--- src/ooo_pkg.sv ---
`default_nettype none

package ooo_pkg;

  typedef logic [31:0] xlen_t;
  typedef logic [4:0] reg_addr_t;
  typedef logic [31:0] tag_t; // rob index, zero extended

  typedef enum logic [6:0] {
    OPC_OP    = 7'b0110011,
    OPC_OPIMM = 7'b0010011
  } opcode_e;

  typedef enum logic [1:0] {OP, OPIMM, MUL, NOP} itype_e;

  typedef enum logic [3:0] {ADD, SUB, AND, OR, XOR, SLT, SLTU, SLL, SRL, SRA} alu_func_e;

  typedef struct packed {
    logic [6:0] funct7;
    reg_addr_t  rs2;
    reg_addr_t  rs1;
    logic [2:0] funct3;
    reg_addr_t  rd;
    logic [6:0] opcode;
  } r_view_t;

  typedef struct packed {
    logic [11:0] imm12;
    reg_addr_t   rs1;
    logic [2:0]  funct3;
    reg_addr_t   rd;
    logic [6:0]  opcode;
  } i_view_t;

  // same word, register form or immediate form
  typedef union packed {
    r_view_t r;
    i_view_t i;
  } inst_u;

  typedef struct packed {
    logic  valid;
    tag_t  tag;
    xlen_t value;
  } cdb_t;

  typedef struct packed {
    alu_func_e func;
    tag_t      qi;
    tag_t      qj;
    xlen_t     vi;
    xlen_t     vj;
    logic      i_rdy;
    logic      j_rdy;
    tag_t      dest;
  } rs_entry_t;

  typedef struct packed {
    alu_func_e func;
    xlen_t     vi;
    xlen_t     vj;
    tag_t      tag;
  } fu_req_t;

endpackage

`default_nettype wire

--- src/mul_unit.sv ---
`timescale 1ns/100ps
`default_nettype none

module mul_unit #(
  parameter int ROB_DEPTH = 8
) (
  input  logic                           clk_100mhz,
  input  logic                           sys_rst,
  input  logic                           i_issue,
  input  ooo_pkg::fu_req_t               i_req,
  input  logic                           i_read,
  output logic                           o_ready,
  output logic                           o_valid,
  output logic [$clog2(ROB_DEPTH)-1:0]   o_tag,
  output ooo_pkg::xlen_t                 o_result
);
  import ooo_pkg::*;

  localparam int TAG_W = $clog2(ROB_DEPTH);

  logic              v1, v2, v3;
  logic [TAG_W-1:0]  t1, t2, t3;
  xlen_t             a1, b1, a2, lo2, p3;
  logic [15:0]       bh2;
  logic              advance;

  // whole pipe moves only when the output slot is free or being read
  assign advance = !v3 || i_read;
  assign o_ready = advance;

  always_ff @(posedge clk_100mhz) begin
    if (sys_rst) begin
      v1 <= 1'b0;
      v2 <= 1'b0;
      v3 <= 1'b0;
    end else if (advance) begin
      v1 <= i_issue;
      v2 <= v1;
      v3 <= v2;
    end
  end

  always_ff @(posedge clk_100mhz) begin
    if (advance) begin
      a1  <= i_req.vi; // stage 1 operands
      b1  <= i_req.vj;
      t1  <= i_req.tag[TAG_W-1:0];
      lo2 <= a1 * {16'b0, b1[15:0]}; // stage 2 low half partial
      a2  <= a1;
      bh2 <= b1[31:16];
      t2  <= t1;
      p3  <= lo2 + ((a2 * {16'b0, bh2}) << 16); // stage 3 sum, mod 2^32
      t3  <= t2;
    end
  end

  assign o_valid  = v3;
  assign o_tag    = t3;
  assign o_result = p3;

endmodule

`default_nettype wire

--- config.mk ---
export PLATFORM = sky130hd
export DESIGN_NAME = mul_unit
export DESIGN_NICKNAME = d
export VERILOG_FILES = /design/src/ooo_pkg.sv /design/src/mul_unit.sv
export SDC_FILE = /design/constraint.sdc
export NUM_CORES = 1
export LEC_CHECK = 0
export ABC_AREA = 1
export BUFFER_PORTS_ARGS = -buffer_cell sky130_fd_sc_hd__buf_2
export CAP_MARGIN = 15
export CORE_ASPECT_RATIO = 1.5
export CORE_MARGIN = 5
export CORE_UTILIZATION = 45
export DETAILED_ROUTE_END_ITERATION = 16
export PLACE_DENSITY = 0.65
export SLEW_MARGIN = 30
export SYNTH_ARGS = -nofsm -noshare
export SYNTH_HDL_FRONTEND = slang
export SYNTH_SLANG_ARGS = --single-unit
--- constraint.sdc ---
create_clock -name clk_100mhz -period 7.3 [get_ports clk_100mhz]
set_clock_uncertainty 0.05 [all_clocks]
set_input_delay 1.46 -clock clk_100mhz [delete_from_list [all_inputs] [get_ports clk_100mhz]]
set_output_delay 1.46 -clock clk_100mhz [all_outputs]
set_load 0.02 [all_outputs]
; Word-level counts from Yosys, hierarchy flattened
; Cells that the tools add are included.
[totals]
reg_bits = 188
wordCells = 17
out_inout_bits = 37
mem_count = 0
latch_bits = 0
inputBits = 104
ramBits = 0
romBits = 0
[op_classes]
multipliers = 2
n_reduce_logical = 2
addsub = 1
div = 0
magnitude_cmp = 0
bitwise = 0
muxes = 0
shifts = 0
n_eq_ne = 0
[ops]
columns = cell, n
row1 = 32-bit adder, 1
row2 = 32-bit by 16-bit multiplier with 16-bit output, 1
row3 = 32-bit by 16-bit multiplier with 32-bit output, 1
row4 = 1-bit zero test, 1
row5 = 1-bit logical OR, 1

; Depth between registers and ports, before layout
; Gate-level depths: netlist of the first run.
[depth]
ltp_word = 2
depth_mapped = 37
depth_no_buf = 35

; Worst setup path before layout of the first run
; OpenSTA, ideal clock, no wires.
[synth_timing]
kind = input port to output port
startpoint = in i_read
endpoint = out o_ready
path_slack_ps = 853
arrival_ps = 4937
path_buffers = 0
cell_stages = 2
path_cell_list = nor2_1 > inv_1
[synth_between]
elab_chain_len = 1
[synth_rtl]
columns = item, line
row1 = "start, declared", mul_unit.sv:11  ; input logic i_read,
row2 = 1-bit logical OR, mul_unit.sv:28  ; assign advance = !v3 || i_read;
row3 = "end, declared", mul_unit.sv:12  ; output logic o_ready,
; No other way between the ends.

; Final worst setup path of the first run
[layout_timing]
startpoint = reg bh2[2]
endpoint = reg p3[31] (netlist: o_result[31]) (data pin)
[layout_between]
elab_chain_len = 2
[layout_rtl]
columns = item, line
row1 = "start, declared", mul_unit.sv:24  ; logic [15:0] bh2;
row2 = "start signal, assigned", mul_unit.sv:50  ; bh2 <= b1[31:16];
row3 = 32-bit by 16-bit multiplier with 16-bit output, mul_unit.sv:52  ; p3 <= lo2 + ((a2 * {16'b0, bh2}) << 16);
row4 = 32-bit adder, mul_unit.sv:52
row5 = "end signal, assigned", mul_unit.sv:52
row6 = "end, declared", mul_unit.sv:23  ; xlen_t a1, b1, a2, lo2, p3;
; No other way between the ends.
; A chain may end at the register's enable or synchronous reset.

==> out/results.tsv, run 1 <==
metric	value	unit
drc	0	
cp-end-kind	flip-flop	
vias	16417	
critPathLaunchType	flip-flop	
crit_fanout	8	
yosys_warnings	0	
htreeDepth	4	
syn_avg_cell_area	8.776	um^2
grtUsageTotal	22.04	%
grt-ovfl-total	0	
netlist-cell-type-count	45	
synth_fp_nets	3154	
tritoncts	yes	
dr.pass1.iters	5	
area_delta_synth_final	8.594	%
numCtsBuffers	17	
viasPerCell	5.011	
layout.nets	3226	
maxSlewViolCount	0	
ys_seq_elements	172	
cts_sinks	172	
gp_congestion	0.9885	
max_stage_delay	0.56	ns
diodes	0	
clock.fmax	149.8	MHz
holdBufCountCts	0	
clk_pin_slew	0.08	ns
cts_root_buffer	clkbuf_16	
dieHeight	282.3	um
cp.required	7.47	ns
setup_viol	0	
drive_gt1_share	8.282	%
drt-total-wl	56900	um
die_x	191.5	um
cts_resized	0	
hp-class	reg -> reg	
wl_per_cell	17.37	um
tns	0	ns
status	complete, no violations	
coreArea	48800	um^2
grt_pass1_vias	18077	
syn_inst	2535	
antenna_found_initial	1	
rsz0062_at_grt	no	
dieArea	54070	um^2
report.final.hold_viol_count	0	
post_cts_buffers	0	
crit_slowest_cell	edfxtp_1	
slew_headroom	36.20	%
io_buffer_count	107	
syn_area	22250	um^2
pin_count	141	
critPathMostFrequentCell	nand2_1	
ant_nets	0	
yosysSeqAreaShare	23.08	%
grt_pass1_wl	91680	um
dpl.hpwl	46440	um
arrival	6.85	ns
ff2ff_setup_slack	0.62	ns
tightestPinTransition	0.9570	ns
drv_cap	0	
start_util	45.58	%
grt_max_degree	69	
num_rows	99	
min_period	6.676	ns
cts_buffer_depth	2	
first_iter_violations	1055	
worstSetupPathType	reg -> reg	
clk_latency	0.47	ns
finalCritPeriodShare	91.45	%
==> layout make-up <==
cell class | instances | area (um^2)
fill | 4613 | 24650
multi-input combinational | 1519 | 13890
timing repair buffer | 159 | 940.9
inverter | 738 | 2775
tap | 656 | 820.8
clock buffer | 18 | 429.2
sequential | 172 | 5135
clock inverter | 14 | 170.2
==> registers in the layout, summed over array words and instances (netlist names), 3 cells and up <==
name	flops
a1	32
b1	32
lo2	32
o_result	32
a2	16
bh2	16
o_tag	3
t1	3
t2	3
==> worst paths after layout <==
kind	start	end	depth (start not counted)
max	bh2[2]$_DFFE_PP_	o_result[31]$_DFFE_PP_	30
min	t2[0]$_DFFE_PP_	o_tag[0]$_DFFE_PP_	0
max reg2reg	bh2[2]$_DFFE_PP_	o_result[31]$_DFFE_PP_	30
min reg2reg	t2[0]$_DFFE_PP_	o_tag[0]$_DFFE_PP_	0
==> worst max-delay path: cells and delay by family, from the launching register on <==
family          cells  cell delay [ns]
buf+inv             5             0.48
simple gates       13             1.11
xor+xnor            1             0.13
compound gates      3             0.74
fa+ha+maj           8             3.36
flops               1             0.56
==> placed cells by master (no fill, tap or decap), types with 4 or more instances in the layout <==
cell and instances:
nand2_1 698, o21ai_0 17, a21o_1 8, edfxtp_1 169, buf_2 107, nand4_1 5, fa_1 385, a21oi_2 4
buf_4 50, nand2_2 6, inv_2 4, o21ai_2 4, a21oi_1 52, nor2_1 42, clkinv_8 4, nand3_1 50
o211ai_1 4, a31oi_1 4, inv_1 733, o21bai_1 4, inv_8 5, nand3b_1 8, ha_1 130, xor2_1 44
xnor2_1 26, clkbuf_16 17, a211oi_1 4
==> synthesized netlist by cell type, drive strengths merged <==
cell type	n	share of area, %
inv	738	12
nand2	704	12
fa	385	35
edfxtp	169	23
ha	130	7.3
clkbuf	87	1.5
a21oi	56	1.3
nand3	53	1.3
xor2	45	1.8
nor2	42	0.71
xnor2	26	1.0
o21ai	24	0.61
buf	19	0.57
a21o	8	0.27
nand3b	8	0.27
nand4	5	0.14
a211oi	4	0.13
a31oi	4	0.11
nor3	4	0.11
o211ai	4	0.13
o21bai	4	0.13
a21boi	3	0.12
dfxtp	3	0.27
nor4	3	0.11
or2	2	0.056
a221oi	1	0.039
nand2b	1	0.028
o21a	1	0.034
o221a	1	0.051
o311ai	1	0.039
==> kinds of logic after synthesis <==
family / count (synthesis) / share of synthesized area (%)
buffers and inverters: 844 / 14.49
AND/OR/NAND/NOR: 822 / 14.63
adder cells (fa/ha/maj): 515 / 41.96
flip-flops: 172 / 23.08
AO/OA/AOI/OAI: 111 / 3.003
XOR/XNOR: 71 / 2.829
==> stage by stage <==
stage          utilization [%]  instance area [um^2]  worst slack, ns  std cells  hold slack [ns]
2_1_floorplan                -                 22250           0.8532       2535           0.3503
3_3_place_gp             48.21                 23530           0.6310       3242           0.3513
3_5_place_dp             48.24                 23540           0.6433       3243           0.3545
4_1_cts                  49.47                 24140           0.5959       3275           0.3743
5_1_grt                  49.50                 24160           0.1330       3276           0.3795
6_report                 49.50                 24160           0.6241       3276           0.3720
==> per-layer routing <==
layer / global-route usage [%] / wire length, um
met1: 23.53 / 19740
met2: 42.28 / 31360
met3: 2.580 / 2789
met4: 11.28 / 3010
met5: 0 / 0
Power of run 1 is left out: the tool's default activity adds up to more than one toggle a clock period on the data nets, which glitch-free logic cannot reach.
==> inputs of run 2 (changes only) <==
==> constraint.sdc (replaced) <==
create_clock -name clk_100mhz -period 7.3 [get_ports clk_100mhz]
set_clock_uncertainty 0.05 [all_clocks]
set_input_delay 1.095 -clock clk_100mhz [delete_from_list [all_inputs] [get_ports clk_100mhz]]
set_output_delay 1.095 -clock clk_100mhz [all_outputs]
set_load 0.02 [all_outputs]
==> out/results.tsv, run 2 (same netlist as run 1, synthesis figures left out) <==
metric	value	unit	change
wl_per_cell	17.51	um	was 17.37 um
htreeDepth	4		unchanged
worstSetupPathType	reg -> reg		unchanged
report.final.hold_viol_count	0		unchanged
viasPerCell	4.992		was 5.011
final_cells	3275		was 3,276
ff2ff_setup_slack	0.58	ns	was 0.62 ns
regToRegStartpoint	bh2[4]$_DFFE_PP_		was bh2[2]$_DFFE_PP_
first_iter_violations	1011		was 1,055
clk_pin_slew	0.08	ns	about the same
drive_gt1_share	8.247	%	was 8.282%
tritoncts	yes		unchanged
maxSlewViolCount	0		unchanged
min_period	6.718	ns	was 6.676 ns
dieArea	54070	um^2	unchanged
cp-end-kind	flip-flop		unchanged
num_rows	99		unchanged
worst-r2r-cell-count	34		was 30
dpl.hpwl	46400	um	was 46,440 um
cts_sinks	172		unchanged
critPathLaunchType	flip-flop		unchanged
layout_commonest_cell	inv_1		unchanged
gp_congestion	1.110		was 0.9885
drt-total-wl	57330	um	was 56,900 um
crit_fanout	12		was 8
grt-ovfl-total	0		unchanged
holdBufCountCts	0		unchanged
hp-class	reg -> reg		unchanged
tns	0	ns	unchanged
antenna_found_initial	0		was 1
arrival	6.91	ns	was 6.85 ns
cp.required	7.49	ns	was 7.47 ns
layout.nets	3225		was 3,226
die_x	191.5	um	unchanged
status	complete, no violations		unchanged
finalCritPeriodShare	92.03	%	was 91.45%
clock.fmax	148.8	MHz	was 149.8 MHz
whs_path_depth	0		unchanged
final_cell_mix	inv_1, nand2_1, fa_1		unchanged
dr.pass1.iters	5		unchanged
hold_start	lo2[12]$_DFFE_PP_		was t2[0]$_DFFE_PP_
max_stage_delay	0.62	ns	was 0.56 ns
drv_cap	0		unchanged
dp.cells	3242		was 3,243
clk_latency	0.49	ns	was 0.47 ns
cts_root_buffer	clkbuf_16		unchanged
grt_pass1_vias	17901		was 18.08k
grt_max_degree	78		was 69
cts_buffer_depth	2		unchanged
post_cts_buffers	0		unchanged
drc	0		unchanged
diodes	0		unchanged
reg2reg_to	o_result[31]$_DFFE_PP_		unchanged
numCtsBuffers	17		unchanged
hold_path_end	o_result[12]$_DFFE_PP_		was o_tag[0]$_DFFE_PP_
setup_viol	0		unchanged
tightestPinTransition	0.9981	ns	was 0.9570 ns
ant_nets	0		unchanged
slew_headroom	33.46	%	was 36.20%
area_delta_synth_final	8.583	%	was 8.594%
io_buffer_count	107		unchanged
rsz0062_at_grt	no		unchanged
grtUsageTotal	22.13	%	was 22.04%
dieHeight	282.3	um	unchanged
grt_pass1_wl	91840	um	was 91,680 um
cts_resized	0		unchanged
vias	16349		was 16.42k
coreArea	48800	um^2	unchanged
pin_count	141		unchanged
crit_slowest_cell	edfxtp_1		unchanged
start_util	45.58	%	unchanged
critPathMostFrequentCell	nand2_1		unchanged
-- run 2: final cells by class --
| class | instances | area [um^2] |
|---|---|---|
| clock buffers | 18 | 429.2 |
| clock inverters | 14 | 170.2 |
| fillers | 4631 | 24650 |
| inverters | 738 | 2775 |
| multi-input cells | 1519 | 13890 |
| flip-flops and latches | 172 | 5135 |
| well taps | 656 | 820.8 |
| repair buffers | 158 | 938.4 |
-- run 2: how the worst max path moves through the flow --
| stage | start | endpoint | slack [ns] |
|---|---|---|---|
| after floorplan | bh2[1]$_DFFE_PP_ | o_result[31]$_DFFE_PP_ | 1.16 |
| after global placement | bh2[4]$_DFFE_PP_ | o_result[31]$_DFFE_PP_ | 0.62 |
| after detailed placement | bh2[4]$_DFFE_PP_ | o_result[31]$_DFFE_PP_ | 0.62 |
| after CTS | bh2[4]$_DFFE_PP_ | o_result[31]$_DFFE_PP_ | 0.55 |
| after global routing | bh2[4]$_DFFE_PP_ | o_result[31]$_DFFE_PP_ | 0.08 |
| final | bh2[4]$_DFFE_PP_ | o_result[31]$_DFFE_PP_ | 0.58 |
-- run 2: metal layers --
layer | part of all wire [%] | wire [um] | GRT usage (%) | vias up
met2 | 55 | 31450 | 42.44 | 581
met4 | 5.3 | 3029 | 11.20 | 0
met1 | 35 | 20090 | 23.77 | 8128
met3 | 4.8 | 2756 | 2.469 | 192
met5 | 0 | 0 | 0 | -
li1 | - | - | - | 7448
-- run 2: stage by stage --
stage          setup slack (ns)  hold WS, ns  util [%]  cell area (um^2)
6_report                 0.5817       0.3674     49.49             24160
5_1_grt                 0.08197       0.3738     49.49             24160
4_1_cts                  0.5536       0.3695     49.47             24140
3_5_place_dp             0.6209       0.3545     48.24             23550
3_3_place_gp             0.6158       0.3504     48.22             23530
2_1_floorplan             1.162       0.3503         -             22250
-- run 2: worst max-delay path, delay by kind of cell, from the launching register on --
kind	cells	cell delay (ns)
DFF	1	0.62
and+or+nand+nor	15	1.15
AOI/OAI and AO/OA	5	0.99
adders and majority gates	8	3.34
buffers and inverters	6	0.33
Power of run 2 is left out for the same reason.
