--- src/ooo_pkg.sv ---
`default_nettype none

package ooo_pkg;

  typedef logic [31:0] xlen_t;
  typedef logic [4:0] reg_addr_t;
  typedef logic [31:0] tag_t; // rob index, zero extended

  typedef enum logic [6:0] {
    OPC_OP    = 7'b0110011,
    OPC_OPIMM = 7'b0010011
  } opcode_e;

  typedef enum logic [1:0] {OP, OPIMM, MUL, NOP} itype_e;

  typedef enum logic [3:0] {ADD, SUB, AND, OR, XOR, SLT, SLTU, SLL, SRL, SRA} alu_func_e;

  typedef struct packed {
    logic [6:0] funct7;
    reg_addr_t  rs2;
    reg_addr_t  rs1;
    logic [2:0] funct3;
    reg_addr_t  rd;
    logic [6:0] opcode;
  } r_view_t;

  typedef struct packed {
    logic [11:0] imm12;
    reg_addr_t   rs1;
    logic [2:0]  funct3;
    reg_addr_t   rd;
    logic [6:0]  opcode;
  } i_view_t;

  // same word, register form or immediate form
  typedef union packed {
    r_view_t r;
    i_view_t i;
  } inst_u;

  typedef struct packed {
    logic  valid;
    tag_t  tag;
    xlen_t value;
  } cdb_t;

  typedef struct packed {
    alu_func_e func;
    tag_t      qi;
    tag_t      qj;
    xlen_t     vi;
    xlen_t     vj;
    logic      i_rdy;
    logic      j_rdy;
    tag_t      dest;
  } rs_entry_t;

  typedef struct packed {
    alu_func_e func;
    xlen_t     vi;
    xlen_t     vj;
    tag_t      tag;
  } fu_req_t;

endpackage

`default_nettype wire

--- src/reorder_buffer.sv ---
`timescale 1ns/100ps
`default_nettype none

module reorder_buffer #(
  parameter int ROB_DEPTH = 8
) (
  input  logic                           clk_100mhz,
  input  logic                           sys_rst,
  input  logic                           i_alloc,
  input  ooo_pkg::reg_addr_t             i_alloc_rd,
  input  ooo_pkg::cdb_t                  i_cdb,
  input  logic [$clog2(ROB_DEPTH)-1:0]   i_tag1,
  input  logic [$clog2(ROB_DEPTH)-1:0]   i_tag2,
  output logic [$clog2(ROB_DEPTH)-1:0]   o_alloc_tag,
  output logic                           o_free,
  output ooo_pkg::xlen_t                 o_val1,
  output logic                           o_rdy1,
  output ooo_pkg::xlen_t                 o_val2,
  output logic                           o_rdy2,
  output logic                           o_commit_valid,
  output ooo_pkg::reg_addr_t             o_commit_rd,
  output logic [$clog2(ROB_DEPTH)-1:0]   o_commit_tag,
  output ooo_pkg::xlen_t                 o_commit_value
);
  import ooo_pkg::*;

  localparam int TAG_W = $clog2(ROB_DEPTH); // depth is a power of two

  reg_addr_t             rd_q  [ROB_DEPTH];
  xlen_t                 val_q [ROB_DEPTH];
  logic [ROB_DEPTH-1:0]  rdy_q;
  logic [TAG_W-1:0]      head, tail;
  logic [TAG_W:0]        count;
  logic [TAG_W-1:0]      cdb_tag;

  assign cdb_tag     = i_cdb.tag[TAG_W-1:0];
  assign o_alloc_tag = tail;
  assign o_free      = count != (TAG_W + 1)'(ROB_DEPTH);

  // operand forwarding for dispatch
  assign o_val1 = val_q[i_tag1];
  assign o_rdy1 = rdy_q[i_tag1];
  assign o_val2 = val_q[i_tag2];
  assign o_rdy2 = rdy_q[i_tag2];

  assign o_commit_valid = (count != '0) && rdy_q[head];
  assign o_commit_rd    = rd_q[head];
  assign o_commit_tag   = head;
  assign o_commit_value = val_q[head];

  always_ff @(posedge clk_100mhz) begin
    if (sys_rst) begin
      head  <= '0;
      tail  <= '0;
      count <= '0;
      rdy_q <= '0;
    end else begin
      if (i_alloc) begin
        tail        <= tail + TAG_W'(1);
        rdy_q[tail] <= 1'b0;
      end
      if (i_cdb.valid) rdy_q[cdb_tag] <= 1'b1;
      if (o_commit_valid) head <= head + TAG_W'(1);
      case ({i_alloc, o_commit_valid})
        2'b10:   count <= count + (TAG_W + 1)'(1);
        2'b01:   count <= count - (TAG_W + 1)'(1);
        default: count <= count;
      endcase
    end
  end

  always_ff @(posedge clk_100mhz) begin
    if (i_alloc) rd_q[tail] <= i_alloc_rd;
    if (i_cdb.valid) val_q[cdb_tag] <= i_cdb.value;
  end

endmodule

`default_nettype wire

--- config.mk ---
export PLATFORM = sky130hd
export DESIGN_NAME = reorder_buffer
export DESIGN_NICKNAME = d
export VERILOG_FILES = /design/src/ooo_pkg.sv /design/src/reorder_buffer.sv
export SDC_FILE = /design/constraint.sdc
export NUM_CORES = 1
export LEC_CHECK = 0
export BUFFER_PORTS_ARGS = -buffer_cell sky130_fd_sc_hd__buf_2
export CORE_MARGIN = 2
export CORE_UTILIZATION = 55
export CTS_CLUSTER_DIAMETER = 200
export DETAILED_ROUTE_END_ITERATION = 10
export GPL_TIMING_DRIVEN = 0
export PLACE_DENSITY = 0.82
export SLEW_MARGIN = 0
export SYNTH_ARGS = -nofsm -noshare
export SYNTH_HDL_FRONTEND = slang
export SYNTH_SLANG_ARGS = --single-unit
--- constraint.sdc ---
create_clock -name clk_100mhz -period 4.2 [get_ports clk_100mhz]
set_input_delay 0.84 -clock clk_100mhz [delete_from_list [all_inputs] [get_ports clk_100mhz]]
set_output_delay 0.84 -clock clk_100mhz [all_outputs]
set_load 0.1 [all_outputs]
* Yosys cells after proc, flatten, opt, wreduce, memory -nomap -nowiden
Memory sizes are Yosys's and may differ from the RTL's. A register that Yosys moved wholly into a read port is not among the register bits.
Cells that the tools add are included.
** Cells by class
- $add $sub $neg :: 4
- Eq/ne operators :: 3
- Reduce and logical (&&, ||, !) cells :: 5
- Multiplexer cells :: 22
- Order comparisons :: 7
- Bitwise gates (word level) :: 3
** Operators by type and width (number)
- 2-to-1 mux 8 bit :: 3
- less-than comparator 3 x 4 -> 1 bit, second input constant :: 5
- 2-to-1 mux 3 bit :: 4
- binary-select mux 1 bit (select 3 bit) :: 3
- 2-to-1 mux 1 bit :: 9
- AND 8 bit :: 1
- NOT 8 bit :: 1
- OR 8 bit :: 1
- one-hot mux 4 bit (2 select lines) :: 1
- adder 3 x 1 -> 3 bit, second input constant :: 2
- demux 1 bit (select 3 bit) :: 2
- greater-or-equal comparator 3 x 1 -> 1 bit, second input constant :: 2
- adder 4 x 1 -> 4 bit, second input constant :: 1
- inequality test 4 bit, second input constant :: 1
- nonzero test 4 bit :: 1
- subtractor 4 x 1 -> 4 bit, second input constant :: 1
- logical AND 1 bit :: 3
- equality test 2 x 1 -> 1 bit, second input constant :: 1
- equality test 2 bit, second input constant :: 1
- nonzero test 2 bit :: 1
** Word-level totals
- Output and inout port bits :: 111
- Logic and storage cells :: 50
- RAM bits :: 296
- Memories :: 2
- Register bits after elaboration :: 18
- Input bits :: 79
** Memory list
- val_q :: words 8, width 32, read ports 3, clocked after Yosys merged registers in 1, write ports 1, RTL line reorder_buffer.sv:30 : xlen_t val_q [ROB_DEPTH];
- rd_q :: words 8, width 5, read ports 1, clocked after Yosys merged registers in 1, write ports 1, RTL line reorder_buffer.sv:29 : reg_addr_t rd_q [ROB_DEPTH];

* Logic depth before layout (Yosys ltp)
- Word-level depth :: 10
- Gate-level depth with buffers :: 11
- Mapped depth without buffers :: 10

* Worst setup path before layout
Ideal clock, no wire load.
- Kind :: register -> register
- From :: register head[0] (netlist: o_commit_tag[0])
- To :: register count[2]
- Stages on the path, launching flop included :: 12
- Data arrival time :: 3.806 ns
- Setup time :: 0.071 ns
- Path slack :: 0.324 ns
- Cell sequence :: dfxtp_1 buf_2 mux2i_1 a31o_1 nor3_4 ha_1 xor2_1 ha_1 a21oi_1 xor2_1 or3_1 a21oi_1
** Between the ends
- Longest elaborated chain between the ends :: 5
** RTL lines
- from (decl) :: RTL line reorder_buffer.sv:32 : logic [TAG_W-1:0] head, tail;
- from (signal assigned) :: RTL line reorder_buffer.sv:63 : if (o_commit_valid) head <= head + TAG_W'(1);
- binary-select mux 1 bit (select 3 bit) (*) :: RTL line reorder_buffer.sv:46 : assign o_commit_valid = (count != '0) && rdy_q[head];
- 2-to-1 mux 1 bit (not written as such) (*) :: RTL line reorder_buffer.sv:46
- logical AND 1 bit (*) :: RTL line reorder_buffer.sv:46
- via o_commit_valid :: RTL line reorder_buffer.sv:20 : output logic o_commit_valid,
- equality test 2 x 1 -> 1 bit / equality test 2 bit (equally long branches) :: RTL line reorder_buffer.sv:64 : case ({i_alloc, o_commit_valid})
- one-hot mux 4 bit (2 select lines) / nonzero test 2 bit (equally long branches)
- to (signal assigned) :: RTL line reorder_buffer.sv:65 : 2'b10: count <= count + (TAG_W + 1)'(1);
- to (signal assigned) :: RTL line reorder_buffer.sv:66 : 2'b01: count <= count - (TAG_W + 1)'(1);
- to (signal assigned) :: RTL line reorder_buffer.sv:67 : default: count <= count;
- to (decl) :: RTL line reorder_buffer.sv:33 : logic [TAG_W:0] count;
The timed path passes the listed nets; every way through them passes the cells marked *. The select of a mux whose other input is x is not followed.
A chain may end at the register's enable or synchronous reset.

* Worst setup path in the final report
- From :: input i_tag2[1]
- To :: output o_val2[4]
** Between the ends
- Longest elaborated chain between the ends :: 1
** RTL lines
- from (decl) :: RTL line reorder_buffer.sv:13 : input logic [$clog2(ROB_DEPTH)-1:0] i_tag2,
- memory (8 x 32 bit)
- to (decl) :: RTL line reorder_buffer.sv:18 : output ooo_pkg::xlen_t o_val2,
No other way between the ends.

==> summary.txt <==
Drt
  – DR pass1 iterations: 5
  – Initial drt markers: 975
  – Detail Route Antenna Nets: 0
  – DRC errors left: 0
  – Via Count: 9471
  – Vias per cell: ~6.7
  – DR WL/cell: about 29 microns
  – Final wirelength: slightly above 40000 microns

Timing
  – RSZ-0062 raised after global routing: no
  – Max Slew Vio Count: 0
  – Clock skew: ~0.009 ns
  – Final WS setup: 0.4158 ns
  – Final setup fails: 0
  – Tcrit/Tclk final: between 90% and 100%
  – Worst-margin pin slew: between 0.9 and 1 ns
  – Min Tclk post-route: 3.784 ns
  – Max_slew headroom: roughly 35%
  – Final hold violations: 0
  – Max Clk Rate: approximately 0.26 GHz
  – Fin Setup TNS: 0 ns

Die
  – Die Ht: between 150 and 200 microns
  – Die area: a little over 0.03 sq mm
  – Initial core utilization: a little under three fifths
  – I/O pin count: 190
  – Cell Rows: 63
  – Chip width: roughly 180 microns
  – Core area: 0.02940 sq mm

Worst setup path
  – Buf+Inv Stages, Crit Path: 3
  – CP max stage delay: between 0.6 and 0.7 ns
  – Worst Path Required: roughly 3.4 ns
  – Startpoint types: input port
  – R2r endpoint: count[2]
  – Slowest-stage cell, CP: clkbuf_1
  – Worst r2r path cells: 11
  – Cell mode on critical path: buf_2
  – Cell family with most CP delay: buffers and inverters
  – Cells along the critical path: clkbuf_1, buf_2, mux4_2, mux2_2, buf_2
  – Worst Setup End Kind: output pin
  – Crit-path max FO: 10
  – CP Data Arrival Time: 2.94 ns
  – R2R Path Start: o_commit_tag[0]
  – Reg-to-reg slack, setup: 1.53 ns
  – WS Path Type: input port to output pin

Final layout
  – Share of layout cells above drive strength 1: between 50% and 60%
  – Final-layout fill cell count: roughly 1900
  – Final Cell Area: between 0.015 and 0.02 sq mm
  – Syn-to-layout area delta: 16.54%
  – Final nets: 1081
  – Utilization after layout: between 60 and 70%
  – Commonest non-fill, non-tap cell in the layout: edfxtp_1
  – Commonest non-fill, non-tap cells in the layout: edfxtp_1 (296), mux4_2 (185), buf_2 (170)

Placement
  – Pre-CTS setup slack: 0.4322 ns
  – Final GP Congestion: roughly 0.80
  – Dpl cell area: 0.01784 sq mm
  – Dpl hpwl: 26970 microns
  – I/O Buffers: about 150

Clock network
  – Root Buffer: clkbuf_16
  – Clock latency at the later pin of the worst-skew pair: 0.50 ns
  – Setup Fix Bufs, Post-CTS: 0
  – Clock sink count: 317
  – Total CTS buffers: 34
  – Clock Path Buffers: 3
  – Htree depth: 2
  – Clock Pin Slew Worst Setup and Hold Paths: around 0.050 ns
  – CTS Hold Bufs: 0
  – CTS tree: yes
  – PostCTS Resize Cnt: 0

Pwr
  – Psw: 0.002301 W
  – Register share of total power: around 44%
  – Sw frac: 28.22%
  – Leakage power: between 6 and 7 nW
  – Logic pwr share: between 10% and 20%
  – Pwr Total: roughly 0.008 W
  – P per Cell Area: about 430 mW/mm^2
  – Internal power: between 0.005 and 0.006 W
  – Peak supply drop: between 0.4 and 0.5 mV
  – Clock share of power: between 30 and 40%

Min path
  – Hold Path Cell Cnt: 2
  – Worst Hold Class: register to register
  – Hold worst-path end: count[3]
  – Hold Crit Start: count[3]

Synthesis
  – Sequential fraction of the synthesis area: 57.10%
  – Register bit total from synthesis: ~320
  – Yosys warns: 0
  – Unique masters post-synth: 38
  – Syn Inst Count: 794
  – Synthesized area per cell: between 20 and 25 sq um
  – Net Count, Synth: roughly 880
  – Mapped Area: 0.01630 sq mm

Job
  – Max_cap viols: 0

GRT
  – GRT Util Overall: a little over a quarter
  – Initial antenna violation count: 6
  – Largest net degree at the start of global routing: 22
  – Total congestion overflow: 0
  – Vias in the first global route: a little under 10000
  – Global-route wire length before repair: ~60000 microns

Outcome
  – Outcome: finished, final reports clean
-- worst max path at each step --
stage / from / to / slack, ns / cells past startpoint
finish: i_tag2[1] / o_val2[4] / 0.42 / 5
global route: register / o_commit_value[29] / 0.40 / 4
CTS: register / o_commit_value[0] / 0.39 / 4
detailed placement: i_tag2[1] / o_val2[4] / 0.43 / 5
global placement: i_cdb[32] / val_q[0][6] / -2.05 / 3
floorplan: o_commit_tag[0] / count[2] / 0.32 / 11
-- metal layers --
layer | share of wire (%) | global-route usage (%) | vias up | wire length (microns)
li1 | - | - | 3892 | -
met1 | 37 | 34.17 | 4939 | 14830
met2 | 51 | 44.67 | 521 | 20740
met3 | 8.6 | 5.663 | 111 | 3494
met4 | 3.7 | 10.85 | 8 | 1510
met5 | 0.091 | 0 | - | 37
-- cell type report --
| type | count | area (sq um) | area share (%) |
|---|---|---|---|
| antenna | 2 | 5.005 | 0.02634 |
| tap | 390 | 488.0 | 2.568 |
| clock inverter | 20 | 195.2 | 1.027 |
| sequential | 317 | 9309 | 49.00 |
| clock buffer | 42 | 954.7 | 5.025 |
| buffer | 60 | 435.4 | 2.292 |
| timing repair buffer | 167 | 998.5 | 5.255 |
| inverter | 5 | 18.77 | 0.09878 |
| multi-input combinational | 412 | 6595 | 34.71 |
-- power groups by stage --
stage          sequential (W)  clock (W)  combinational [W]
2_1_floorplan         0.00368          0            0.00118
3_3_place_gp          0.00368          0            0.00146
3_5_place_dp          0.00369          0            0.00149
4_1_cts               0.00362    0.00307            0.00150
5_1_grt               0.00363    0.00320            0.00154
6_report              0.00362    0.00304            0.00149
-- Yosys cell counts --
cell type | count | area [sq um]
nor2_1 | 28 | 105.1
nor2b_1 | 5 | 31.28
mux4_1 | 21 | 551.8
nand3_1 | 1 | 5.000
nor3_4 | 1 | 16.27
o221ai_1 | 1 | 8.760
or4b_1 | 1 | 10.01
ha_1 | 5 | 62.56
o21ai_0 | 3 | 15.01
a31o_1 | 2 | 17.52
o311ai_1 | 1 | 8.760
mux2_2 | 106 | 1194
or2_1 | 1 | 6.260
mux2i_1 | 5 | 50.05
o22ai_1 | 1 | 6.260
buf_2 | 17 | 85.08
buf_6 | 10 | 112.6
buf_1 | 7 | 26.28
nand4b_1 | 1 | 8.760
dfxtp_1 | 21 | 420.4
o41ai_1 | 1 | 8.760
nor4_1 | 1 | 6.260
inv_1 | 5 | 18.77
and3_1 | 1 | 6.260
clkbuf_1 | 19 | 71.32
nand4_1 | 1 | 6.260
nand2_1 | 8 | 30.03
or3_1 | 3 | 18.77
nand2b_1 | 7 | 43.79
nor3_1 | 3 | 15.01
xor2_1 | 4 | 35.03
buf_12 | 7 | 140.1
mux4_2 | 185 | 4167
o2bb2ai_1 | 1 | 8.760
edfxtp_1 | 296 | 8889
a21oi_1 | 6 | 30.03
mux2_1 | 2 | 22.52
o21a_1 | 6 | 45.04
-- sequential cells by signal, summed over array words and instances (netlist names), named ones only --
register,cells
rd_q,40
o_alloc_tag,3
o_commit_tag,3
val_q,256
rdy_q,8
count,4
-- logic make-up after synthesis --
group / after synthesis / share of synthesized area [%]
muxes: 319 / 36.71
DFF: 317 / 57.10
buffers and inverters: 65 / 2.786
and+or+nand+nor: 62 / 1.896
AOI/OAI and AO/OA: 22 / 0.9133
adders and majority gates: 5 / 0.3837
xor gates and xnor gates: 4 / 0.2149
-- tightest hold or removal path, stage by stage (launching register included) --
cell and delay, ns:
dfxtp_1 0.33, nand4_1 0.07, a21oi_1 0.05
-- per-stage QoR --
stage	hold WS, ns	cells
after global routing	0.5569	1413
after floorplan	0.4718	794
after CTS	0.5027	1413
final	0.5022	1415
after detailed placement	0.4952	1351
after global placement	0.4933	1337
No activity file was read; power rests on OpenSTA's default activity.
