**src/ooo_pkg.sv**
```systemverilog
`default_nettype none

package ooo_pkg;

  typedef logic [31:0] xlen_t;
  typedef logic [4:0] reg_addr_t;
  typedef logic [31:0] tag_t; // rob index, zero extended

  typedef enum logic [6:0] {
    OPC_OP    = 7'b0110011,
    OPC_OPIMM = 7'b0010011
  } opcode_e;

  typedef enum logic [1:0] {OP, OPIMM, MUL, NOP} itype_e;

  typedef enum logic [3:0] {ADD, SUB, AND, OR, XOR, SLT, SLTU, SLL, SRL, SRA} alu_func_e;

  typedef struct packed {
    logic [6:0] funct7;
    reg_addr_t  rs2;
    reg_addr_t  rs1;
    logic [2:0] funct3;
    reg_addr_t  rd;
    logic [6:0] opcode;
  } r_view_t;

  typedef struct packed {
    logic [11:0] imm12;
    reg_addr_t   rs1;
    logic [2:0]  funct3;
    reg_addr_t   rd;
    logic [6:0]  opcode;
  } i_view_t;

  // same word, register form or immediate form
  typedef union packed {
    r_view_t r;
    i_view_t i;
  } inst_u;

  typedef struct packed {
    logic  valid;
    tag_t  tag;
    xlen_t value;
  } cdb_t;

  typedef struct packed {
    alu_func_e func;
    tag_t      qi;
    tag_t      qj;
    xlen_t     vi;
    xlen_t     vj;
    logic      i_rdy;
    logic      j_rdy;
    tag_t      dest;
  } rs_entry_t;

  typedef struct packed {
    alu_func_e func;
    xlen_t     vi;
    xlen_t     vj;
    tag_t      tag;
  } fu_req_t;

endpackage

`default_nettype wire

```
**src/reservation_station.sv**
```systemverilog
`timescale 1ns/100ps
`default_nettype none

module reservation_station #(
  parameter int RS_DEPTH  = 4,
  parameter int ROB_DEPTH = 8
) (
  input  logic                clk_100mhz,
  input  logic                sys_rst,
  input  logic                i_dispatch,
  input  ooo_pkg::rs_entry_t  i_entry,
  input  ooo_pkg::cdb_t       i_cdb,
  input  logic                i_fu_ready,
  output logic                o_free,
  output logic                o_issue,
  output ooo_pkg::fu_req_t    o_req
);
  import ooo_pkg::*;

  localparam int TAG_W = $clog2(ROB_DEPTH);
  localparam int IDX_W = (RS_DEPTH > 1) ? $clog2(RS_DEPTH) : 1;

  rs_entry_t             entries [RS_DEPTH];
  logic [RS_DEPTH-1:0]   busy;
  logic [IDX_W-1:0]      free_idx;
  logic [IDX_W-1:0]      issue_idx;
  logic                  any_ready;
  logic [TAG_W-1:0]      cdb_tag;
  rs_entry_t             new_entry;

  assign cdb_tag = i_cdb.tag[TAG_W-1:0];

  // lowest free slot and lowest ready slot
  always_comb begin
    free_idx  = '0;
    issue_idx = '0;
    o_free    = 1'b0;
    any_ready = 1'b0;
    for (int k = RS_DEPTH - 1; k >= 0; k--) begin
      if (!busy[k]) begin
        free_idx = IDX_W'(k);
        o_free   = 1'b1;
      end
      if (busy[k] && entries[k].i_rdy && entries[k].j_rdy) begin
        issue_idx = IDX_W'(k);
        any_ready = 1'b1;
      end
    end
  end

  assign o_issue     = any_ready && i_fu_ready;
  assign o_req.func  = entries[issue_idx].func;
  assign o_req.vi    = entries[issue_idx].vi;
  assign o_req.vj    = entries[issue_idx].vj;
  assign o_req.tag   = entries[issue_idx].dest;

  // catch a result broadcast in the dispatch cycle
  always_comb begin
    new_entry = i_entry;
    if (i_cdb.valid && !i_entry.i_rdy && i_entry.qi[TAG_W-1:0] == cdb_tag) begin
      new_entry.vi    = i_cdb.value;
      new_entry.i_rdy = 1'b1;
    end
    if (i_cdb.valid && !i_entry.j_rdy && i_entry.qj[TAG_W-1:0] == cdb_tag) begin
      new_entry.vj    = i_cdb.value;
      new_entry.j_rdy = 1'b1;
    end
  end

  always_ff @(posedge clk_100mhz) begin
    if (sys_rst) begin
      busy <= '0;
    end else begin
      if (o_issue) busy[issue_idx] <= 1'b0;
      if (i_dispatch) busy[free_idx] <= 1'b1;
    end
  end

  always_ff @(posedge clk_100mhz) begin
    for (int k = 0; k < RS_DEPTH; k++) begin
      if (i_cdb.valid && !entries[k].i_rdy && entries[k].qi[TAG_W-1:0] == cdb_tag) begin
        entries[k].vi    <= i_cdb.value;
        entries[k].i_rdy <= 1'b1;
      end
      if (i_cdb.valid && !entries[k].j_rdy && entries[k].qj[TAG_W-1:0] == cdb_tag) begin
        entries[k].vj    <= i_cdb.value;
        entries[k].j_rdy <= 1'b1;
      end
    end
    if (i_dispatch) entries[free_idx] <= new_entry;
  end

endmodule

`default_nettype wire

```
**config.mk**
```make
export PLATFORM = sky130hd
export DESIGN_NAME = reservation_station
export DESIGN_NICKNAME = d
export VERILOG_FILES = /design/src/ooo_pkg.sv /design/src/reservation_station.sv
export SDC_FILE = /design/constraint.sdc
export NUM_CORES = 1
export LEC_CHECK = 0
export ABC_AREA = 0
export BUFFER_PORTS_ARGS = -buffer_cell sky130_fd_sc_hd__buf_2
export CORE_MARGIN = 3
export CORE_UTILIZATION = 40
export DETAILED_ROUTE_END_ITERATION = 16
export SETUP_SLACK_MARGIN = 0.05
export SYNTH_ARGS = -nofsm -noshare
export SYNTH_HDL_FRONTEND = slang
export SYNTH_SLANG_ARGS = --single-unit
```
**constraint.sdc**
```tcl
create_clock -name clk_100mhz -period 6.1 [get_ports clk_100mhz]
set_input_delay 0.61 -clock clk_100mhz [delete_from_list [all_inputs] [get_ports clk_100mhz]]
set_output_delay 0.61 -clock clk_100mhz [all_outputs]
set_load 0.01 [all_outputs]
```
# ---- Yosys cells after proc, flatten, opt, wreduce, memory -nomap -nowiden
# Memory sizes are Yosys's and may differ from the RTL's.
# Index checks and enable logic that the tools add are counted.
dict set report word_totals {
  register_bits 4
  mem_bits_rw 664
  elab_cells 105
  mem_count 1
}
# memory depth width rd rd_clocked_by_memory_dff write_ports line_no
set mem_list {}
lappend mem_list {entries 4 166 5 0 5 reservation_station.sv:23} ;# rs_entry_t entries [RS_DEPTH];
dict set report classes {
  n_lt_le_gt_ge 4
  eq_ne 10
  muxes 45
  bitwise_logic 3
  reduce_logical 41
}
# op n
set op_table {}
lappend op_table {{two-way mux 32 bit} 2}
lappend op_table {{logical AND 1 bit} 31}
lappend op_table {{== test 3 bit} 10}
lappend op_table {{two-way mux 1 bit} 30}
lappend op_table {{two-way mux 2 bit} 8}
lappend op_table {{two-way mux 4 bit} 3}
lappend op_table {{zero test 1 bit} 10}
lappend op_table {{less-than comparator 2 x 3 -> 1 bit, second input constant} 2}
lappend op_table {{AND 4 bit} 1}
lappend op_table {{demux 1 bit (select 2 bit)} 2}
lappend op_table {{greater-or-equal comparator 2 x 1 -> 1 bit, second input constant} 2}
lappend op_table {{NOT 4 bit} 1}
lappend op_table {{OR 4 bit} 1}

# ---- Depth between registers and ports, before layout
# Gate-level depths: netlist of run 1.
# An unclocked memory read counts as a cell.
dict set report depth {
  word_depth 17
  ltp_mapped 7
  depth_no_buf 5
}

# ---- Worst setup path after synthesis of run 1
# OpenSTA, ideal clock, no wires.
dict set report synth_path {
  path_type {in2reg}
  start {in i_cdb[32] (netlist name)}
  end {mem entries[1][34] (netlist name), enable pin}
  setup_time_ns 0.514
  arrival_time_ns 4.414
  slack_ns 1.171
  stages 3
  n_path_buf 1
  path_cell_list {buf_4 xor2_1 o41ai_1}
}
# element line_no
set synth_lines {}
lappend synth_lines {{from (decl)} reservation_station.sv:12} ;# input ooo_pkg::cdb_t i_cdb,
lappend synth_lines {{to (decl)} reservation_station.sv:23}

==> results of run 1 <==
metal layers:
metal	track usage (%)	vias to the layer above	wire, um
met5	0	-	110
met4	6.012	18	1325
met3	5.235	97	4284
met2	36.72	431	28050
met1	29.80	6527	24360
li1	-	5637	-
power breakdown:
group	internal (uW)	total, uW	switching, uW	leakage, uW
Sequential	3460	3510	50.0	0.00400
Clock	1650	2870	1220	0.000774
Combinational	325	802	477	0.00305
kinds of logic after synthesis:
group                  synth area share, %
AND/OR/NAND/NOR                      6.261
AO/OA/AOI/OAI                        8.600
multiplexers                         14.76
flip-flops                           66.24
XOR/XNOR                             1.342
buffers and inverters                2.798
final timing paths:
check,endpoint,depth (start not counted),slack [ns],startpoint
max,o_req[66],6,1.75,entries[1][33]$_DFF_P_
min,busy[2]$_SDFF_PP0_,2,0.23,sys_rst
max reg2reg,entries[3][93]$_DFFE_PP_,6,2.98,busy[1]$_SDFF_PP0_
min reg2reg,entries[3][32]$_DFF_P_,1,0.51,entries[3][32]$_DFF_P_
metrics by stage:
step                instance area, um2  setup slack, ns  hold slack (ns)  power, uW  instances
global route                     23020            1.566           0.2026       7435       2179
detailed placement               21440            2.318           0.5039       4376       2086
floorplan                        19580            1.171           0.4789       4017       1297
global placement                 21440            2.297           0.5101       4361       2086
CTS                              23010            1.665           0.1940       7249       2175
finish                           23030            1.745           0.2255       7177       2183
worst max-delay path, delay by kind of cell (launching register included):
| kind | cells | cell delay (ns) |
|---|---|---|
| AO/OA/AOI/OAI | 1 | 0.24 |
| buffers and inverters | 2 | 0.75 |
| flip-flops | 1 | 0.35 |
| AND/OR/NAND/NOR | 3 | 1.74 |
cells in the mapped netlist (all sizes together):
library cell | n | area share [%]
a2bb2oi | 6 | 0.27
nand4 | 50 | 1.6
nor3b | 5 | 0.22
a21boi | 1 | 0.057
a221o | 100 | 5.1
inv | 2 | 0.038
nand3b | 3 | 0.11
nor4 | 2 | 0.22
and3 | 4 | 0.13
a21oi | 104 | 2.7
clkbuf | 50 | 0.97
nand2b | 8 | 0.26
nor2 | 14 | 0.27
or2 | 1 | 0.032
dfxtp | 12 | 1.2
mux2 | 256 | 15
o31a | 1 | 0.045
xor2 | 20 | 0.89
nand2 | 103 | 2.0
edfxtp | 424 | 65
xnor2 | 10 | 0.45
buf | 53 | 1.8
a31o | 4 | 0.18
nand3 | 57 | 1.5
a211oi | 2 | 0.077
o41ai | 2 | 0.089
o31ai | 3 | 0.11
flip-flops by register name (all words and copies together) (netlist names):
signal and count:
busy 4, entries 432
layout make-up:
cell class	count	area, um2	area share (%)
flip-flops and latches	436	12970	56.33
repair buffers	277	1469	6.378
inverters	2	7.507	0.03260
clock inverters	34	319.1	1.385
well taps	615	769.5	3.341
diodes	8	20.02	0.08692
multi-input cells	756	6226	27.03
clock buffers	55	1247	5.416
==> run metrics, run 1 <==
maximum number of pins on one net before global-route repair=91; share of post-route cells with drive strength above 1=40.32%; Avg WL per Cell=26.63 um; grt ovf=0; Root Buffer=clkbuf_16; Worst-Skew Late Latency=0.60 ns; Die ar.=51650 um2; unrepaired setup endpoints after global routing=no; CP arrival=3.74 ns; status=finished, final reports clean; Fillers=between 4000 and 5000; power per standard cell area=around 310 nW/um2; worst path cell trace=nand3_4, nand2_1, nor2_4, buf_4, a221o_1, buf_2; Iter 0 DRT Violations=976; Fin. Hold Viols=0; max-cap check violation count=0; max incr delay on CP=0.72 ns; Critical Path Start Type=flip-flop; Initial Utilization=40.76%; clock buffer depth=3; mapped cell area=19580 um2; minimum clock period=4.355 ns; TritonCTS clock tree=done; Syn Area/Cell=15.10 um2; Worst Path Required=roughly 5.5 ns; Routed WL=58130 um; number of global-route vias before repair=12868; via/cell ratio=5.822; commonest non-fill, non-tap cell in the layout=edfxtp_1; cell leakage power=~0.0078 uW; antenna-violating nets left=0; Worst Skew=slightly above 0.04 ns; Die Ht=about 230 um; clock slew at reported path FFs=0.06 ns; Slew HR=25.29%; Mapped Cells=around 1300; Worst path slowest cell=nand3_4; CTS buffer count=48; postcts setup bufs=0; First-pass DRT Iterations=5; min-delay worst type=input pin to flip-flop; Max Freq=229.6 MHz; flops & latches, synth=~440; DRC=0; chip width=227.3 um; DP HPWL=between 30000 and 40000 um; critical path class=flip-flop to primary output; post-synth cell types=34; Synth warnings=0; CP Capture Type=primary output; GPL Wtd Cong=between 0.7 and 0.8; first-pass GRT wire length=84950 um; most frequent cells in the layout=edfxtp_1 (424), buf_2 (249), mux2_2 (243); Slew Limit Fails=0; critical path fanouts, max=60; cts hold-fix bufs=0; row count=80; fin crit share=71.39%; Seq/Total Area, Yosys=66.24%; port bufs=249; Core Region=48050 um2; post-layout util=between 40% and 50%; Final #Nets=1756; initial antenna violation count=17; final setup TNS=0 ns; via count=12710; maximum vdd drop=0.2048 mV; post_cts resized=0; H-tree levels=2; clk sink count=436; Syn Nets=1532; Ports=337; GRT Util Overall=22.27%; worst slew pin tran=1.121 ns; endpoints failing setup=0; P&R area growth vs syn=17.60%
Note: power is estimated with default switching activity, not from simulation.
==> run 2: changes to the inputs <==
--- a/config.mk
+++ b/config.mk
@@ -5,7 +5,7 @@
 export SDC_FILE = /design/constraint.sdc
 export NUM_CORES = 1
 export LEC_CHECK = 0
-export ABC_AREA = 0
+export ABC_AREA = 1
 export BUFFER_PORTS_ARGS = -buffer_cell sky130_fd_sc_hd__buf_2
 export CORE_MARGIN = 3
 export CORE_UTILIZATION = 40
==> constraint.sdc (replaced) <==
create_clock -name clk_100mhz -period 3.9 [get_ports clk_100mhz]
set_input_delay 0.39 -clock clk_100mhz [delete_from_list [all_inputs] [get_ports clk_100mhz]]
set_output_delay 0.39 -clock clk_100mhz [all_outputs]
set_load 0.01 [all_outputs]
==> run 2 against run 1 <==
Combinational power up 73%. Synthesized cell count grew 60%. Via count increased by 28%. Die area grew 3.0%. Critical endpoint is now o_req[42].
==> run metrics, run 2 <==
Synth warnings=0 (unchanged); antenna-violating nets left=0 (unchanged); maximum vdd drop=0.2553 mV (was 0.2048 mV); Final #Nets=2572 (was 1756); max FFs per register=432 (unchanged); Worst Path Required=3.51 ns (was 5.49 ns); clock buffer depth=3 (unchanged); most frequent cells in the layout=nand2_1 (885), edfxtp_1 (424), nand3_1 (296) (was edfxtp_1 (424), buf_2 (249), mux2_2 (243)); most frequent cells after synthesis=nand2_1 (896), edfxtp_1 (424), nand3_1 (296), inv_1 (114), nand4_1 (109) (was edfxtp_1 (424), mux2_2 (243), a21oi_1 (104), nand2_1 (103), a221o_1 (100)); Seq/Total Area, Yosys=64.29% (was 66.24%); post-synth top area cell=edfxtp_1 (unchanged); via/cell ratio=5.328 (was 5.822); critical path fanouts, max=26 (was 60); setup ws final=0.6721 ns (was 1.745 ns); mapped cell area=20180 um2 (was 19580 um2); Routed WL=63740 um (was 58130 um); Worst Skew=0.01955 ns (was 0.04080 ns); post-synth top area share=63.10% (was 65.01%); FF-to-FF Start=busy[3]$_SDFF_PP0_ (was busy[1]$_SDFF_PP0_); Die ar.=53180 um2 (was 51650 um2); final setup TNS=0 ns (unchanged); Biggest register=entries (unchanged); clk sink count=436 (unchanged); Main synth FF type=edfxtp_1 (unchanged); post_cts resized=0 (unchanged); Die Ht=230.6 um (was 227.3 um); largest cells by area after synthesis=edfxtp_1 (63%), nand2_1 (17%), nand3_1 (7.3%) (was edfxtp_1 (65%), mux2_2 (14%), a221o_1 (5.1%)); unrepaired setup endpoints after global routing=no (unchanged); First-pass DRT Iterations=5 (unchanged); Syn Nets=2306 (was 1532); DP HPWL=36950 um (was 31860 um); Root Buffer=clkbuf_16 (unchanged); via count=16225 (was 12710); Ports=337 (unchanged); status=finished, final reports clean (unchanged); min-delay worst type=input pin to flip-flop (unchanged); CTS buffer count=47 (was 48); row count=81 (was 80); first-pass GRT wire length=93850 um (was 84950 um); Critical Path Source=busy[3]$_SDFF_PP0_ (was entries[1][33]$_DFF_P_); max-cap check violation count=0 (unchanged); Iter 0 DRT Violations=1607 (was 976); H-tree levels=2 (unchanged); Worst-Skew Late Latency=0.59 ns (was 0.60 ns); fin crit share=between 80 and 90%; commonest non-fill, non-tap cell in the layout=nand2_1 (was edfxtp_1); Post-synth ARST share=0% (unchanged); final cell count without fillers=3045 (was 2183); Critical Path Start Type=flip-flop (unchanged); DRC=0 (unchanged); EDFF count, synth=424 (unchanged); Core Region=49360 um2 (was 48050 um2); worst slew pin tran=1.127 ns (was 1.121 ns); CP Capture Type=primary output (unchanged); TritonCTS clock tree=done (unchanged); Hold Crit Start=i_entry[164] (was sys_rst); post-synth cell types=27 (was 34); cts hold-fix bufs=29 (was 0); share of post-route cells with drive strength above 1=17.68% (was 40.32%); Top Registers=entries x432, busy x4 (unchanged); maximum number of pins on one net before global-route repair=74 (was 91); Max Freq=309.8 MHz; Mapped Cells=2071 (was 1297); Avg WL per Cell=20.93 um (was 26.63 um); port bufs=249 (unchanged); CP arrival=2.84 ns (was 3.74 ns); GPL Wtd Cong=0.8553 (was 0.7415); dpl ws=0.9300 ns (was 2.318 ns); Slew HR=24.85% (was 25.29%); clock slew at reported path FFs=0.06 ns (about the same); dpl cells=2923 (was 2086); endpoints failing setup=0 (unchanged); chip width=230.6 um (was 227.3 um); postcts setup bufs=0 (unchanged); cell leakage power=0.009840 uW (was 0.007823 uW); Fin. Hold Viols=0 (unchanged); top-count cell post-synth=nand2_1 (was edfxtp_1); Slew Limit Fails=0 (unchanged); P&R area growth vs syn=18.75% (was 17.60%); Initial Utilization=40.89% (was 40.76%); grt ovf=0 (unchanged); post-layout util=48.55% (was 47.93%); critical path class=flip-flop to primary output (unchanged); GRT Util Overall=23.53% (was 22.27%); power per standard cell area=469.9 nW/um2 (was 311.6 nW/um2); Syn Area/Cell=9.744 um2 (was 15.10 um2); flops & latches, synth=436 (unchanged); initial antenna violation count=9 (was 17); number of global-route vias before repair=15703 (was 12868); minimum clock period=3.228 ns
==> run 2: changes by cell type after synthesis, moves of 11 or more <==
cell	before	now
nand3_1	57	296
buf_2	16	38
a221o_1	100	0
nand2_1	103	896
nand2_2	0	21
a21oi_1	104	10
nand4_1	50	109
mux2_1	11	0
inv_1	2	114
nor2_1	14	28
mux2_2	243	0
==> run 2: kinds of logic after synthesis <==
| kind of cell | synth area share (%) |
|---|---|
| DFF | 64.29 |
| AOI/OAI and AO/OA | 0.5767 |
| and+or+nand+nor | 29.48 |
| buffers and inverters | 4.793 |
| xor gates and xnor gates | 0.8681 |
==> run 2: report_power, final <==
group	internal, uW	total, uW	switching, uW
clock	2480	4330	1850
sequential	5460	5540	78.5
combinational	429	1390	959
total	8370	11300	2890
==> run 2: final cells by class <==
| cell class | instances | area (um2) |
|---|---|---|
| fill | 4575 | 25390 |
| sequential | 436 | 12970 |
| multi-input combinational | 1411 | 6302 |
| timing repair buffer | 320 | 1914 |
| clock buffer | 56 | 1210 |
| tap | 664 | 830.8 |
| inverter | 121 | 461.7 |
| clock inverter | 32 | 259.0 |
| antenna | 5 | 12.51 |
==> run 2: path summary, 6_finish.rpt <==
kind	endpoint	slack, ns	depth (start not counted)
setup / recovery	o_req[42]	0.67	8
hold reg to reg	entries[2][33]$_DFF_P_	0.51	2
setup reg to reg	entries[1][13]$_DFFE_PP_	0.86	7
hold / removal	entries[3][164]$_DFFE_PP_	0.04	1
==> run 2: routing by layer <==
layer,wire [um],vias to the layer above,track usage [%]
li1,-,7595,-
met1,25330,7624,30.67
met2,30360,816,38.96
met3,5657,184,4.047
met4,2352,6,9.879
met5,42,-,0
==> run 2: metrics by stage <==
step                instance area, um2  total power (uW)  hold slack, ns
finish                           23960             11260         0.04016
CTS                              23950             11330        0.002213
global route                     23960             11660         0.01630
global placement                 22190              6987          0.5024
detailed placement               22190              7011          0.5031
floorplan                        20180              6376          0.4591
==> run 2: critical path, stage by stage, from the launching register on <==
cell and delay [ns]:
dfxtp_1 0.44, nand2_1 0.08, nor2_1 0.10, nand2_1 0.11, nor2_4 0.73, buf_4 0.36, nand2_1 0.07, nand4_1 0.18
buf_2 0.17
==> run 3: changes to the inputs <==
==> constraint.sdc (replaced) <==
create_clock -name clk_100mhz -period 2.7 [get_ports clk_100mhz]
set_input_delay 0.27 -clock clk_100mhz [delete_from_list [all_inputs] [get_ports clk_100mhz]]
set_output_delay 0.27 -clock clk_100mhz [all_outputs]
set_load 0.01 [all_outputs]
==> run 3 against run 2 <==
Hold slack is essentially flat. Count of clock-buffer cells in the layout up 6. Non-clock buffer count grew 32. Die area stayed put. Sequential power is 45% higher. Critical endpoint is now o_req[68]. Largest cell class unchanged.
==> run metrics, run 3 (synthesis gave the netlist of run 2 again) <==
status=finished, final reports clean (unchanged); Die Ht=230.6 um (unchanged); clock buffer depth=3 (unchanged); dpl cells=2936 (was 2923); Top Registers=entries x432, busy x4 (unchanged); critical path fanouts, max=10 (was 26); max FFs per register=432 (unchanged); hold-critical path endpoint=entries[0][93]$_DFFE_PP_ (was entries[3][164]$_DFFE_PP_); CP Capture Type=primary output (unchanged); area post-placement=22440 um2 (was 22190 um2); GRT Util Overall=23.79% (was 23.53%); unrepaired setup endpoints after global routing=yes (was no); Iter 0 DRT Violations=1475 (was 1607); metal3 WL=5883 um (was 5657 um); hold path cells=3 (was 1); clock group share of total power=37.5% (was 38.4%); Fin. Hold Viols=0 (unchanged); Critical Path Start Type=flip-flop (unchanged); GPL Wtd Cong=0.8718 (was 0.8553); Int Power=12060 uW (was 8373 uW); final setup TNS=0 ns (unchanged); Routed WL=64970 um (was 63740 um); endpoints failing setup=0 (unchanged); fin crit share=roughly 96%; via count=16492 (was 16225); Reg area=12980 um2 (was 12970 um2); maximum vdd drop=0.3817 mV (was 0.2553 mV); dpl ws=0.4229 ns (was 0.9300 ns); Register-to-Register Path Depth=7 (unchanged); DP HPWL=38300 um (was 36950 um); number of global-route vias before repair=16086 (was 15703); First-pass DRT Iterations=7 (was 5); minimum clock period=approximately 2.6 ns; Ports=337 (unchanged); met1 WL=25120 um (was 25330 um); via/cell ratio=5.372 (was 5.328); WL met2=31570 um (was 30360 um); Comb power frac=12.9% (was 12.3%); Core Region=49360 um2 (unchanged); Switching Share=25.56% (was 25.63%); clk sink count=436 (unchanged); area of the multi-input gates=6369 um2 (was 6302 um2); r2r endpoint=entries[2][89]$_DFFE_PP_ (was entries[1][13]$_DFFE_PP_); Fillers=4544 (was 4575); power per standard cell area=661.3 nW/um2 (was 469.9 nW/um2); Max Freq=approximately 390 MHz; setup ws final=0.1076 ns (was 0.6721 ns); row count=81 (unchanged); P&R area growth vs syn=21.37% (was 18.75%); uppermost layer routed=met5 (unchanged); first-pass GRT wire length=95120 um (was 93850 um); Die ar.=53180 um2 (unchanged); R2R setup slack=0.42 ns (was 0.86 ns); maximum number of pins on one net before global-route repair=108 (was 74); critical path class=flip-flop to primary output (unchanged); H-tree levels=2 (unchanged); Avg WL per Cell=21.16 um (was 20.93 um); min-delay worst type=input pin to flip-flop (unchanged); final cell count without fillers=3070 (was 3045); DRC=0 (unchanged); total power=16200 uW (was 11260 uW); Flop pwr share=49.5% (was 49.2%); Hold Crit Start=i_cdb[27] (was i_entry[164]); CTS buffer count=46 (was 47); FF-to-FF Start=busy[0]$_SDFF_PP0_ (was busy[3]$_SDFF_PP0_); commonest non-fill, non-tap cell in the layout=nand2_1 (unchanged); Biggest register=entries (unchanged); Switch Pwr=4139 uW (was 2886 uW); Final #Nets=2603 (was 2572); Initial Utilization=40.89% (unchanged); chip width=230.6 um (unchanged); Slew Limit Fails=0 (unchanged); antenna-violating nets left=0 (unchanged); most frequent cells in the layout=nand2_1 (879), edfxtp_1 (424), nand3_1 (293) (was nand2_1 (885), edfxtp_1 (424), nand3_1 (296)); Worst-Skew Late Latency=0.58 ns (was 0.59 ns); TritonCTS clock tree=done (unchanged); Worst Path Required=2.43 ns (was 3.51 ns); max-cap check violation count=0 (unchanged); Root Buffer=clkbuf_16 (unchanged); port bufs=249 (unchanged); initial antenna violation count=5 (was 9); share of post-route cells with drive strength above 1=18.62% (was 17.68%); clock slew at reported path FFs=0.06 ns (about the same); worst slew pin tran=0.7168 ns (was 1.127 ns); Slew HR=52.22% (was 24.85%); CP arrival=2.32 ns (was 2.84 ns); Worst Skew=0.01815 ns (was 0.01955 ns); cell leakage power=0.01004 uW (was 0.009840 uW); Design Area, Final=24490 um2 (was 23960 um2); grt ovf=0 (unchanged)
==> run 3: cell types whose count changed in the layout (fill, tap and decap cells not counted), sizes merged <==
cell	before	now
inv	122	121
clkinvlp	2	0
bufinv	4	3
bufbuf	0	2
buf	291	306
clkbuf	56	62
clkinv	25	16
dlygate4sd3	29	44
==> run 3: critical path, stage by stage (launching register included) <==
cell and delay (ns):
dfxtp_4 0.37, nand2_1 0.05, nor2_1 0.11, nand2_2 0.10
nand2_4 0.10, nand2_2 0.08, nand2_2 0.09, clkinv_4 0.11
bufbuf_16 0.31, nand2_1 0.06, nand4_1 0.15, buf_2 0.19
==> run 3: what timing repair did <==
| action | 4_1_cts | 5_1_grt |
|---|---|---|
| cloned | 2 | 0 |
| endpoints found under the hold margin | 172 | 0 |
| hold buffers | 44 | 0 |
| setup buffers | 2 | 0 |
| pin swaps | 4 | 3 |
| setup endpoints to repair | 100 | 83 |
| gates resized for setup | 19 | 9 |
==> run 3: worst max-delay path by stage <==
stage                               to          startpoint  depth (start not counted)  slack (ns)
3_3_place_gp                 o_req[42]  busy[1]$_SDFF_PP0_                          8        0.42
4_1_cts                      o_req[65]  busy[3]$_SDFF_PP0_                         11        0.05
3_5_place_dp                 o_req[42]  busy[1]$_SDFF_PP0_                          8        0.42
2_1_floorplan  entries[3][0]$_DFFE_PP_  busy[3]$_SDFF_PP0_                          6        0.12
5_1_grt                      o_req[36]  busy[3]$_SDFF_PP0_                         11       0.003
6_report                     o_req[68]  busy[3]$_SDFF_PP0_                         11        0.11
==> run 3: per-layer routing <==
layer / vias to the layer above / GRT usage, %
met4: 2 / 10.31
met2: 868 / 39.64
li1: 7643 / -
met3: 178 / 4.109
met5: - / 0
met1: 7801 / 30.66
==> run 3: area by class of cell <==
class	instances	area share, %
flip-flops and latches	436	53.01
multi-input cells	1411	26.00
repair buffers	352	9.875
clock buffers	62	5.027
well taps	664	3.392
inverters	121	1.916
clock inverters	19	0.7305
diodes	5	0.05109
==> run 3: through the flow <==
stage                     utilization, %  hold slack (ns)
after detailed placement           45.46           0.4872
final                              49.62          0.04043
after floorplan                        -           0.3391
after global placement             45.46           0.4817
after CTS                          49.52         0.005112
after global routing               49.61          0.04884
==> run 3: power by group through the flow <==
stage	logic, uW	clock network, uW	registers (uW)
final	2100	6080	8020
after global routing	2280	6450	8050
after CTS	2090	6180	8010
after detailed placement	2010	0	8150
after global placement	1990	0	8140
after floorplan	1080	0	8130
